[config.mk]
export PLATFORM = sky130hd
export DESIGN_NAME = stateDiscFrontEnd
export DESIGN_NICKNAME = d
export VERILOG_FILES = /design/src/design/stateDiscPkg.sv /design/src/design/apbParamRegs.sv /design/src/design/iqAccumulator.sv /design/src/design/iqFifo.sv /design/src/design/iqNormalizer.sv /design/src/design/stateDiscFrontEnd.sv
export VERILOG_INCLUDE_DIRS = /design/src /design/src/design
export SDC_FILE = /design/constraint.sdc
export NUM_CORES = 1
export LEC_CHECK = 0
export BUFFER_PORTS_ARGS = -buffer_cell sky130_fd_sc_hd__buf_4
export CAP_MARGIN = 30
export CORE_ASPECT_RATIO = 1.1
export CORE_UTILIZATION = 56
export CTS_CLUSTER_SIZE = 40
export DETAILED_ROUTE_END_ITERATION = 6
export HOLD_SLACK_MARGIN = 0.06
export PLACE_DENSITY = 0.75
export SYNTH_ARGS = -nofsm -noshare
export SYNTH_HDL_FRONTEND = slang
export SYNTH_HIERARCHICAL = 1
export SYNTH_SLANG_ARGS = --single-unit
[constraint.sdc]
create_clock -name sdif -period 6.4 [get_ports sdif]
set_clock_uncertainty 0.05 [all_clocks]
set_input_delay 0.96 -clock sdif [delete_from_list [all_inputs] [get_ports sdif]]
set_output_delay 0.96 -clock sdif [all_outputs]
set_load 0.01 [all_outputs]
[src/design/stateDisc_config.svh]
`ifndef STATEDISC_CONFIG_SVH
`define STATEDISC_CONFIG_SVH

// datapath widths
`define SD_SAMPLE_W 16
`define SD_ACC_W 32
`define SD_NORM_W 18
`define SD_SHIFT_W 5

// finished windows held between accumulator and normalizer
`define SD_FIFO_DEPTH 4

// APB register map, byte addresses
`define SD_ADDR_WINDOW 8'h00
`define SD_ADDR_OFFSETI 8'h04
`define SD_ADDR_OFFSETQ 8'h08
`define SD_ADDR_SHIFT 8'h0C
`define SD_ADDR_STATUS 8'h10
`define SD_ADDR_CTRL 8'h14

`endif

[src/design/stateDiscPkg.sv]
`include "stateDisc_config.svh"

package stateDiscPkg;

    // raw ADC sample, two's complement
    typedef logic signed [`SD_SAMPLE_W-1:0] sampleT;

    // window sum, also used for the per-channel offsets
    typedef logic signed [`SD_ACC_W-1:0] accT;

    // classifier input word
    typedef logic signed [`SD_NORM_W-1:0] normT;

    typedef logic [`SD_SHIFT_W-1:0] shiftT;

    typedef logic [7:0] apbAddrT;

    // samples per window
    typedef logic [15:0] windowT;

endpackage

[src/design/apbParamRegs.sv]
`timescale 1ns/1ps
`include "stateDisc_config.svh"

module apbParamRegs (
    input  logic                  sdif,
    input  logic                  rstN,
    input  stateDiscPkg::apbAddrT paddr,
    input  logic                  psel,
    input  logic                  penable,
    input  logic                  pwrite,
    input  logic [31:0]           pwdata,
    output logic [31:0]           prdata,
    output logic                  pready,
    output logic                  pslverr,
    input  logic                  overrunPulse,
    output stateDiscPkg::windowT  window,
    output logic                  enable,
    output stateDiscPkg::accT     offsetI,
    output stateDiscPkg::accT     offsetQ,
    output stateDiscPkg::shiftT   shiftI,
    output stateDiscPkg::shiftT   shiftQ
);

    logic access;
    logic wrEn;
    logic mapped;
    logic overrun;

    // zero wait states, access phase always completes
    assign pready = 1'b1;
    assign access = psel & penable;
    assign wrEn = access & pwrite;
    assign pslverr = access & ~mapped;

    // read mux, unmapped addresses return 0
    always_comb begin
        prdata = '0;
        mapped = 1'b1;
        case (paddr)
            `SD_ADDR_WINDOW: prdata[15:0] = window;
            `SD_ADDR_OFFSETI: prdata = offsetI;
            `SD_ADDR_OFFSETQ: prdata = offsetQ;
            `SD_ADDR_SHIFT: begin
                prdata[`SD_SHIFT_W-1:0] = shiftI;
                prdata[8 +: `SD_SHIFT_W] = shiftQ;
            end
            `SD_ADDR_STATUS: prdata[0] = overrun;
            `SD_ADDR_CTRL: prdata[0] = enable;
            default: mapped = 1'b0;
        endcase
    end

    always_ff @(posedge sdif) begin
        if (!rstN) begin
            window <= '0;
            enable <= 1'b0;
            offsetI <= '0;
            offsetQ <= '0;
            shiftI <= '0;
            shiftQ <= '0;
            overrun <= 1'b0;
        end else begin
            if (wrEn) begin
                case (paddr)
                    `SD_ADDR_WINDOW: window <= pwdata[15:0];
                    `SD_ADDR_OFFSETI: offsetI <= pwdata;
                    `SD_ADDR_OFFSETQ: offsetQ <= pwdata;
                    `SD_ADDR_SHIFT: begin
                        shiftI <= pwdata[`SD_SHIFT_W-1:0];
                        shiftQ <= pwdata[8 +: `SD_SHIFT_W];
                    end
                    `SD_ADDR_CTRL: enable <= pwdata[0];
                    default: ;
                endcase
            end
            // sticky overrun, a new event beats a clear in the same cycle
            if (overrunPulse) begin
                overrun <= 1'b1;
            end else if (wrEn && paddr == `SD_ADDR_STATUS && pwdata[0]) begin
                overrun <= 1'b0;
            end
        end
    end

endmodule

[src/design/iqAccumulator.sv]
`timescale 1ns/1ps

module iqAccumulator (
    input  logic                 sdif,
    input  logic                 rstN,
    input  logic                 sampleValid,
    input  stateDiscPkg::sampleT sampleI,
    input  stateDiscPkg::sampleT sampleQ,
    input  stateDiscPkg::windowT window,
    input  logic                 enable,
    input  logic                 accReady,
    output logic                 accValid,
    output stateDiscPkg::accT    accI,
    output stateDiscPkg::accT    accQ,
    output logic                 overrunPulse
);

    stateDiscPkg::accT sumI;
    stateDiscPkg::accT sumQ;
    stateDiscPkg::accT nextI;
    stateDiscPkg::accT nextQ;
    stateDiscPkg::windowT count;
    stateDiscPkg::windowT lastIdx;
    logic slotFree;
    logic take;
    logic discard;
    logic windowDone;
    logic overrunSeen;

    // a zero window behaves like a one-sample window
    assign lastIdx = (window == '0) ? '0 : window - 1'b1;

    // pending result leaving this cycle frees the output slot
    assign slotFree = ~accValid | accReady;
    assign take = enable & sampleValid & slotFree;
    assign discard = enable & sampleValid & ~slotFree;
    assign windowDone = take & (count >= lastIdx);

    assign nextI = sumI + stateDiscPkg::accT'(sampleI);
    assign nextQ = sumQ + stateDiscPkg::accT'(sampleQ);

    always_ff @(posedge sdif) begin
        if (!rstN) begin
            sumI <= '0;
            sumQ <= '0;
            count <= '0;
            accValid <= 1'b0;
            overrunSeen <= 1'b0;
            overrunPulse <= 1'b0;
        end else begin
            // one pulse per pending period
            overrunPulse <= discard & ~overrunSeen;
            if (accValid && accReady) begin
                accValid <= 1'b0;
                overrunSeen <= 1'b0;
            end else if (discard) begin
                overrunSeen <= 1'b1;
            end

            if (!enable) begin
                // disabled, restart from an empty window
                sumI <= '0;
                sumQ <= '0;
                count <= '0;
            end else if (windowDone) begin
                sumI <= '0;
                sumQ <= '0;
                count <= '0;
                accValid <= 1'b1;
            end else if (take) begin
                sumI <= nextI;
                sumQ <= nextQ;
                count <= count + 1'b1;
            end
        end
    end

    // finished pair, held until the FIFO takes it
    always_ff @(posedge sdif) begin
        if (windowDone) begin
            accI <= nextI;
            accQ <= nextQ;
        end
    end

endmodule

[src/design/iqFifo.sv]
`timescale 1ns/1ps
`include "stateDisc_config.svh"

module iqFifo (
    input  logic              sdif,
    input  logic              rstN,
    input  logic              accValid,
    input  stateDiscPkg::accT accI,
    input  stateDiscPkg::accT accQ,
    input  logic              pop,
    output logic              accReady,
    output logic              fifoValid,
    output stateDiscPkg::accT fifoI,
    output stateDiscPkg::accT fifoQ
);

    localparam int depth = `SD_FIFO_DEPTH;
    localparam int ptrW = (depth > 1) ? $clog2(depth) : 1;
    localparam int cntW = $clog2(depth + 1);

    stateDiscPkg::accT memI [depth];
    stateDiscPkg::accT memQ [depth];
    logic [ptrW-1:0] wrPtr;
    logic [ptrW-1:0] rdPtr;
    logic [cntW-1:0] count;
    logic push;
    logic popDo;

    // circular increment, depth need not be a power of two
    function automatic logic [ptrW-1:0] nextPtr(input logic [ptrW-1:0] p);
        if (p == ptrW'(depth - 1)) begin
            return '0;
        end
        return p + 1'b1;
    endfunction

    assign accReady = (count != cntW'(depth));
    assign fifoValid = (count != '0);
    assign push = accValid & accReady;
    assign popDo = pop & fifoValid;

    // first word fall through
    assign fifoI = memI[rdPtr];
    assign fifoQ = memQ[rdPtr];

    always_ff @(posedge sdif) begin
        if (push) begin
            memI[wrPtr] <= accI;
            memQ[wrPtr] <= accQ;
        end
    end

    always_ff @(posedge sdif) begin
        if (!rstN) begin
            wrPtr <= '0;
            rdPtr <= '0;
            count <= '0;
        end else begin
            if (push) begin
                wrPtr <= nextPtr(wrPtr);
            end
            if (popDo) begin
                rdPtr <= nextPtr(rdPtr);
            end
            case ({push, popDo})
                2'b10: count <= count + 1'b1;
                2'b01: count <= count - 1'b1;
                default: ;
            endcase
        end
    end

endmodule

[src/design/iqNormalizer.sv]
`timescale 1ns/1ps
`include "stateDisc_config.svh"

module iqNormalizer (
    input  logic                sdif,
    input  logic                rstN,
    input  logic                fifoValid,
    input  stateDiscPkg::accT   fifoI,
    input  stateDiscPkg::accT   fifoQ,
    input  stateDiscPkg::accT   offsetI,
    input  stateDiscPkg::accT   offsetQ,
    input  stateDiscPkg::shiftT shiftI,
    input  stateDiscPkg::shiftT shiftQ,
    input  logic                outReady,
    output logic                pop,
    output stateDiscPkg::normT  outI,
    output stateDiscPkg::normT  outQ,
    output logic                nnStart
);

    // one extra bit so acc plus offset never wraps
    localparam int wideW = `SD_ACC_W + 1;
    localparam logic signed [wideW-1:0] normMax = (2 ** (`SD_NORM_W - 1)) - 1;
    localparam logic signed [wideW-1:0] normMin = -(2 ** (`SD_NORM_W - 1));

    logic signed [wideW-1:0] sum1I;
    logic signed [wideW-1:0] sum1Q;
    logic signed [wideW-1:0] shift2I;
    logic signed [wideW-1:0] shift2Q;
    logic stage1Valid;
    logic stage2Valid;
    logic stage3Valid;

    function automatic stateDiscPkg::normT saturate(input logic signed [wideW-1:0] x);
        if (x > normMax) begin
            return normMax[`SD_NORM_W-1:0];
        end
        if (x < normMin) begin
            return normMin[`SD_NORM_W-1:0];
        end
        return x[`SD_NORM_W-1:0];
    endfunction

    // whole pipeline moves as one, so a pop needs only outReady
    assign pop = fifoValid & outReady;
    assign nnStart = stage3Valid;

    // valid bits carry the start strobe alongside the data
    always_ff @(posedge sdif) begin
        if (!rstN) begin
            stage1Valid <= 1'b0;
            stage2Valid <= 1'b0;
            stage3Valid <= 1'b0;
        end else if (outReady) begin
            stage1Valid <= pop;
            stage2Valid <= stage1Valid;
            stage3Valid <= stage2Valid;
        end
    end

    always_ff @(posedge sdif) begin
        if (outReady) begin
            // stage 1, offset at widened precision
            sum1I <= wideW'(fifoI) + wideW'(offsetI);
            sum1Q <= wideW'(fifoQ) + wideW'(offsetQ);
            // stage 2, arithmetic shift keeps the sign
            shift2I <= sum1I >>> shiftI;
            shift2Q <= sum1Q >>> shiftQ;
            // stage 3, clamp to the 18 bit range
            outI <= saturate(shift2I);
            outQ <= saturate(shift2Q);
        end
    end

endmodule

[src/design/stateDiscFrontEnd.sv]
`timescale 1ns/1ps

module stateDiscFrontEnd (
    input  logic                  sdif,
    input  logic                  rstN,
    input  stateDiscPkg::apbAddrT paddr,
    input  logic                  psel,
    input  logic                  penable,
    input  logic                  pwrite,
    input  logic [31:0]           pwdata,
    output logic [31:0]           prdata,
    output logic                  pready,
    output logic                  pslverr,
    input  logic                  sampleValid,
    input  stateDiscPkg::sampleT  sampleI,
    input  stateDiscPkg::sampleT  sampleQ,
    output stateDiscPkg::normT    outI,
    output stateDiscPkg::normT    outQ,
    output logic                  nnStart,
    input  logic                  outReady
);

    // configuration
    stateDiscPkg::windowT window;
    logic enable;
    stateDiscPkg::accT offsetI;
    stateDiscPkg::accT offsetQ;
    stateDiscPkg::shiftT shiftI;
    stateDiscPkg::shiftT shiftQ;
    logic overrunPulse;

    // accumulator to FIFO
    logic accValid;
    logic accReady;
    stateDiscPkg::accT accI;
    stateDiscPkg::accT accQ;

    // FIFO to normalizer
    logic fifoValid;
    logic pop;
    stateDiscPkg::accT fifoI;
    stateDiscPkg::accT fifoQ;

    apbParamRegs i_apbParamRegs (
        .sdif(sdif), .rstN(rstN), .paddr(paddr), .psel(psel), .penable(penable),
        .pwrite(pwrite), .pwdata(pwdata), .prdata(prdata), .pready(pready),
        .pslverr(pslverr), .overrunPulse(overrunPulse), .window(window), .enable(enable),
        .offsetI(offsetI), .offsetQ(offsetQ), .shiftI(shiftI), .shiftQ(shiftQ)
    );

    iqAccumulator i_iqAccumulator (
        .sdif(sdif), .rstN(rstN), .sampleValid(sampleValid), .sampleI(sampleI),
        .sampleQ(sampleQ), .window(window), .enable(enable), .accReady(accReady),
        .accValid(accValid), .accI(accI), .accQ(accQ), .overrunPulse(overrunPulse)
    );

    iqFifo i_iqFifo (
        .sdif(sdif), .rstN(rstN), .accValid(accValid), .accI(accI), .accQ(accQ),
        .pop(pop), .accReady(accReady), .fifoValid(fifoValid), .fifoI(fifoI), .fifoQ(fifoQ)
    );

    iqNormalizer i_iqNormalizer (
        .sdif(sdif), .rstN(rstN), .fifoValid(fifoValid), .fifoI(fifoI), .fifoQ(fifoQ),
        .offsetI(offsetI), .offsetQ(offsetQ), .shiftI(shiftI), .shiftQ(shiftQ),
        .outReady(outReady), .pop(pop), .outI(outI), .outQ(outQ), .nnStart(nnStart)
    );

endmodule

==> impl_metrics.json <==
{
  "netlist.area_leader.share_pct": 41.5,
  "syn_to_final_growth_pct": 12.0,
  "numCtsBuffers": 71,
  "rsz0062_at_grt": "false",
  "via_per_inst": 6.03,
  "intPower_mw": 7.32,
  "reg2reg_slack_ns": 0.99,
  "clockBufferDepth": 3,
  "setup_viol": 0,
  "vias": 24621,
  "r2r_end": "i_iqAccumulator/sumI[1]",
  "dp.cells": 3945,
  "synth_edf_count": 488,
  "syn_area_um2": 35300,
  "combPwrFrac_pct": 3.5,
  "io_buffers": 148,
  "synthesis.nets": 3324,
  "post-route-util_pct": 63.5,
  "postCtsSetupRepairBufs": 0,
  "clkPwrFrac_pct": 45.7,
  "p_seq_share_pct": 50.8,
  "worstHoldPathCells": 2,
  "slew_viol_final": 0,
  "dp_worst_setup_slack_ns": 1.08,
  "synth-seq-cells": 675,
  "fp.dieArea_um2": 64100,
  "dr_wl_met2_um": 41400,
  "layout_min_cycle_time_ns": 5.41,
  "power_switching_mw": 1.96,
  "grt_pass1_wl_um": 134000,
  "avgRoutedWirePerCell_um": 21.3,
  "grt_antenna_before_repair": 2,
  "ant_nets": 0,
  "drive_above_1_share_pct": 14.7,
  "setup_tns_ns": 0,
  "m1WireLength_um": 38000,
  "netlist_instances": 3089,
  "synth_area_leaders": "edfxtp_1 41%, dfxtp_1 11%, mux4_2 6.2%",
  "grt_pass1_vias": 23615,
  "clk_latency_ns": 0.62,
  "cts_tree": "yes",
  "ir_drop_mv": 0.178,
  "hold_buffers": 0,
  "syn_avg_cell_area_um2": 11.4,
  "fp.dieW_um": 242,
  "ys.flop_type": "edfxtp_1",
  "critPathKind": "flip-flop to flip-flop",
  "fmaxAchievable_mhz": 185,
  "place_hpwl_um": 63100,
  "period_share_pct": 84.6,
  "synth_warnings": 6,
  "cts_root_buffer": "clkbuf_16",
  "start_util_pct": 56.7,
  "nFillCells": 4690,
  "multi_input_comb_area_um2": 16000,
  "crit_path_end_kind": "flip-flop",
  "pwr_density_cell_nw_per_um2": 234,
  "worstSetupStartpoint": "i_apbParamRegs/window[5]",
  "hp-class": "flip-flop to flip-flop",
  "p_leak_nw": 14.9,
  "htree_levels": 3,
  "grt_max_degree": 84,
  "setup_slack_ns": 0.988,
  "cts_resized": 0,
  "worstMarginPinSlew_ns": 1.03,
  "cts_sinks": 675,
  "worstHoldEndpoint": "i_iqAccumulator/sumI[19]",
  "arrival_ns": 5.89,
  "grt_use_total_pct": 26.8,
  "route.detailed.drc": 0,
  "coreArea_um2": 62300,
  "swShare_pct": 21.1,
  "hold_viol_final": 0,
  "dr_wl_met3_um": 5660,
  "nNetsFinal": 3423,
  "drt_wl_total_um": 86800,
  "crit_fanout": 62,
  "path_clk_slew_ns": 0.06,
  "seq_area_frac_synth_pct": 52.0,
  "max_cap_violations": 0,
  "startpoint_type": "flip-flop",
  "die_h_um": 265,
  "reg2reg_depth": 16,
  "regArea_um2": 18400,
  "rows": 96,
  "gr-total-overflow": 0,
  "drt-pass1-iter-count": 6,
  "min_from": "i_iqAccumulator/sumI[19]",
  "place.gp.congestion": 0.924,
  "async_reset_ff_share_pct": 0,
  "hold_ws_ns": 0.405,
  "drt_iter0_drc": 2324,
  "crit_required_ns": 6.88,
  "run_status": "completed",
  "fin_cells": 4080,
  "reg2reg_from": "i_apbParamRegs/window[5]",
  "synth_cell_types": 88,
  "maxSlewHeadroom_pct": 31.5,
  "ioPinCount": 150,
  "synth_top_area_cell": "edfxtp_1",
  "dr.max_layer_used": "met5"
}
[synth_stat cells, drive strengths merged (28+ instances only)]
cell	number
and3	35
ha	151
mux2i	167
inv	68
nand3	43
a211oi	34
clkbuf	96
o21a	56
buf	64
mux2	28
o21ai	152
nand4	33
a31oi	36
xnor2	92
xor2	53
edfxtp	488
dfxtp	187
nor2	194
mux4	98
a21o	63
nand2	430
a21oi	234
[stage by stage]
step	power (mW)	area, um2
6_report	9.28	39600
5_1_grt	9.54	39600
4_1_cts	9.34	39500
3_5_place_dp	5.13	37100
3_3_place_gp	5.12	37100
2_1_floorplan	4.98	35300
[logic make-up after synthesis]
logic type | count (synthesis) | share of synthesized area [%]
simple gates | 875 | 11.1
other cells | 1 | 0.0106
fa+ha+maj | 156 | 5.63
flops | 675 | 52.0
buf+inv | 230 | 2.82
mux | 293 | 11.9
compound gates | 714 | 12.9
xor+xnor | 145 | 3.59
[power groups by stage]
stage	clock, mW	sequential [mW]	combinational, mW
after floorplan	0	4.81	0.167
after global placement	0	4.81	0.314
after detailed placement	0	4.81	0.319
after CTS	4.31	4.72	0.321
after global routing	4.47	4.72	0.351
final	4.24	4.72	0.324
[routing by layer]
layer	GRT usage (%)	up-vias
li1	-	11717
met1	36.3	11995
met2	44.4	795
met3	4.47	112
met4	7.57	2
met5	0	-
[how the worst max path moves through the flow]
stage / end / slack, ns / cells past startpoint
3_5_place_dp: i_iqAccumulator/sumI[1] / 1.08 / 16
3_3_place_gp: i_iqAccumulator/sumI[1] / 1.10 / 16
6_report: i_iqAccumulator/sumI[1] / 0.99 / 16
2_1_floorplan: i_iqAccumulator/accI[0] / 0.42 / 14
5_1_grt: i_iqAccumulator/sumI[1] / 0.57 / 16
4_1_cts: i_iqAccumulator/sumI[1] / 1.09 / 16
[worst max-delay path: stages (launching register included)]
cell and delay [ns]:
dfxtp_1 0.34, or4_1 0.59, nor4_1 0.27, nor2b_1 0.29, nand4b_1 0.50, and2_1 0.37, ha_1 0.26, nand2b_1 0.14
a21o_1 0.17, a21oi_1 0.16, o21ai_1 0.08, a31oi_1 0.25, o21ai_0 0.13, a21oi_1 0.65, o21bai_4 0.28, buf_4 0.44
a211oi_1 0.30
[flip-flops by register name, indices dropped and copies added (netlist names), 2 cells and up, named ones only]
register,count
i_apbParamRegs/offsetI,32
i_apbParamRegs/offsetQ,32
i_apbParamRegs/shiftI,5
i_apbParamRegs/shiftQ,5
i_apbParamRegs/window,16
i_iqAccumulator/accI,32
i_iqAccumulator/accQ,32
i_iqAccumulator/count,16
i_iqAccumulator/sumI,32
i_iqAccumulator/sumQ,32
i_iqFifo/count,3
i_iqFifo/memI,128
i_iqFifo/memQ,128
i_iqFifo/rdPtr,2
i_iqFifo/wrPtr,2
i_iqNormalizer/outI,18
i_iqNormalizer/outQ,18
i_iqNormalizer/shift2I,33
i_iqNormalizer/shift2Q,33
i_iqNormalizer/sum1I,33
i_iqNormalizer/sum1Q,33
[area by class of cell]
| class | instances | area share (%) |
|---|---|---|
| diodes | 1 | 0.00632 |
| inverters | 70 | 0.663 |
| clock buffers | 93 | 4.98 |
| well taps | 833 | 2.63 |
| clock inverters | 38 | 1.19 |
| multi-input cells | 2184 | 40.4 |
| flip-flops and latches | 675 | 46.5 |
| repair buffers | 186 | 3.69 |
[cells in the final DEF (no fill, tap or decap), drive strengths merged, types with 28 or more instances in the layout]
| cell | synthesis | final |
|---|---|---|
| o21ai | 152 | 152 |
| buf | 64 | 186 |
| mux2 | 28 | 28 |
| mux2i | 167 | 167 |
| a21o | 63 | 63 |
| nor2 | 194 | 194 |
| nand2 | 430 | 430 |
| nand3 | 43 | 43 |
| and3 | 35 | 35 |
| a211oi | 34 | 34 |
| nand4 | 33 | 33 |
| clkbuf | 96 | 93 |
| ha | 151 | 151 |
| xor2 | 53 | 53 |
| a21oi | 234 | 234 |
| a31oi | 36 | 36 |
| xnor2 | 92 | 92 |
| o21a | 56 | 56 |
| dfxtp | 187 | 187 |
| mux4 | 98 | 98 |
| edfxtp | 488 | 488 |
| inv | 68 | 74 |
Power figures use the tool's default switching activity.
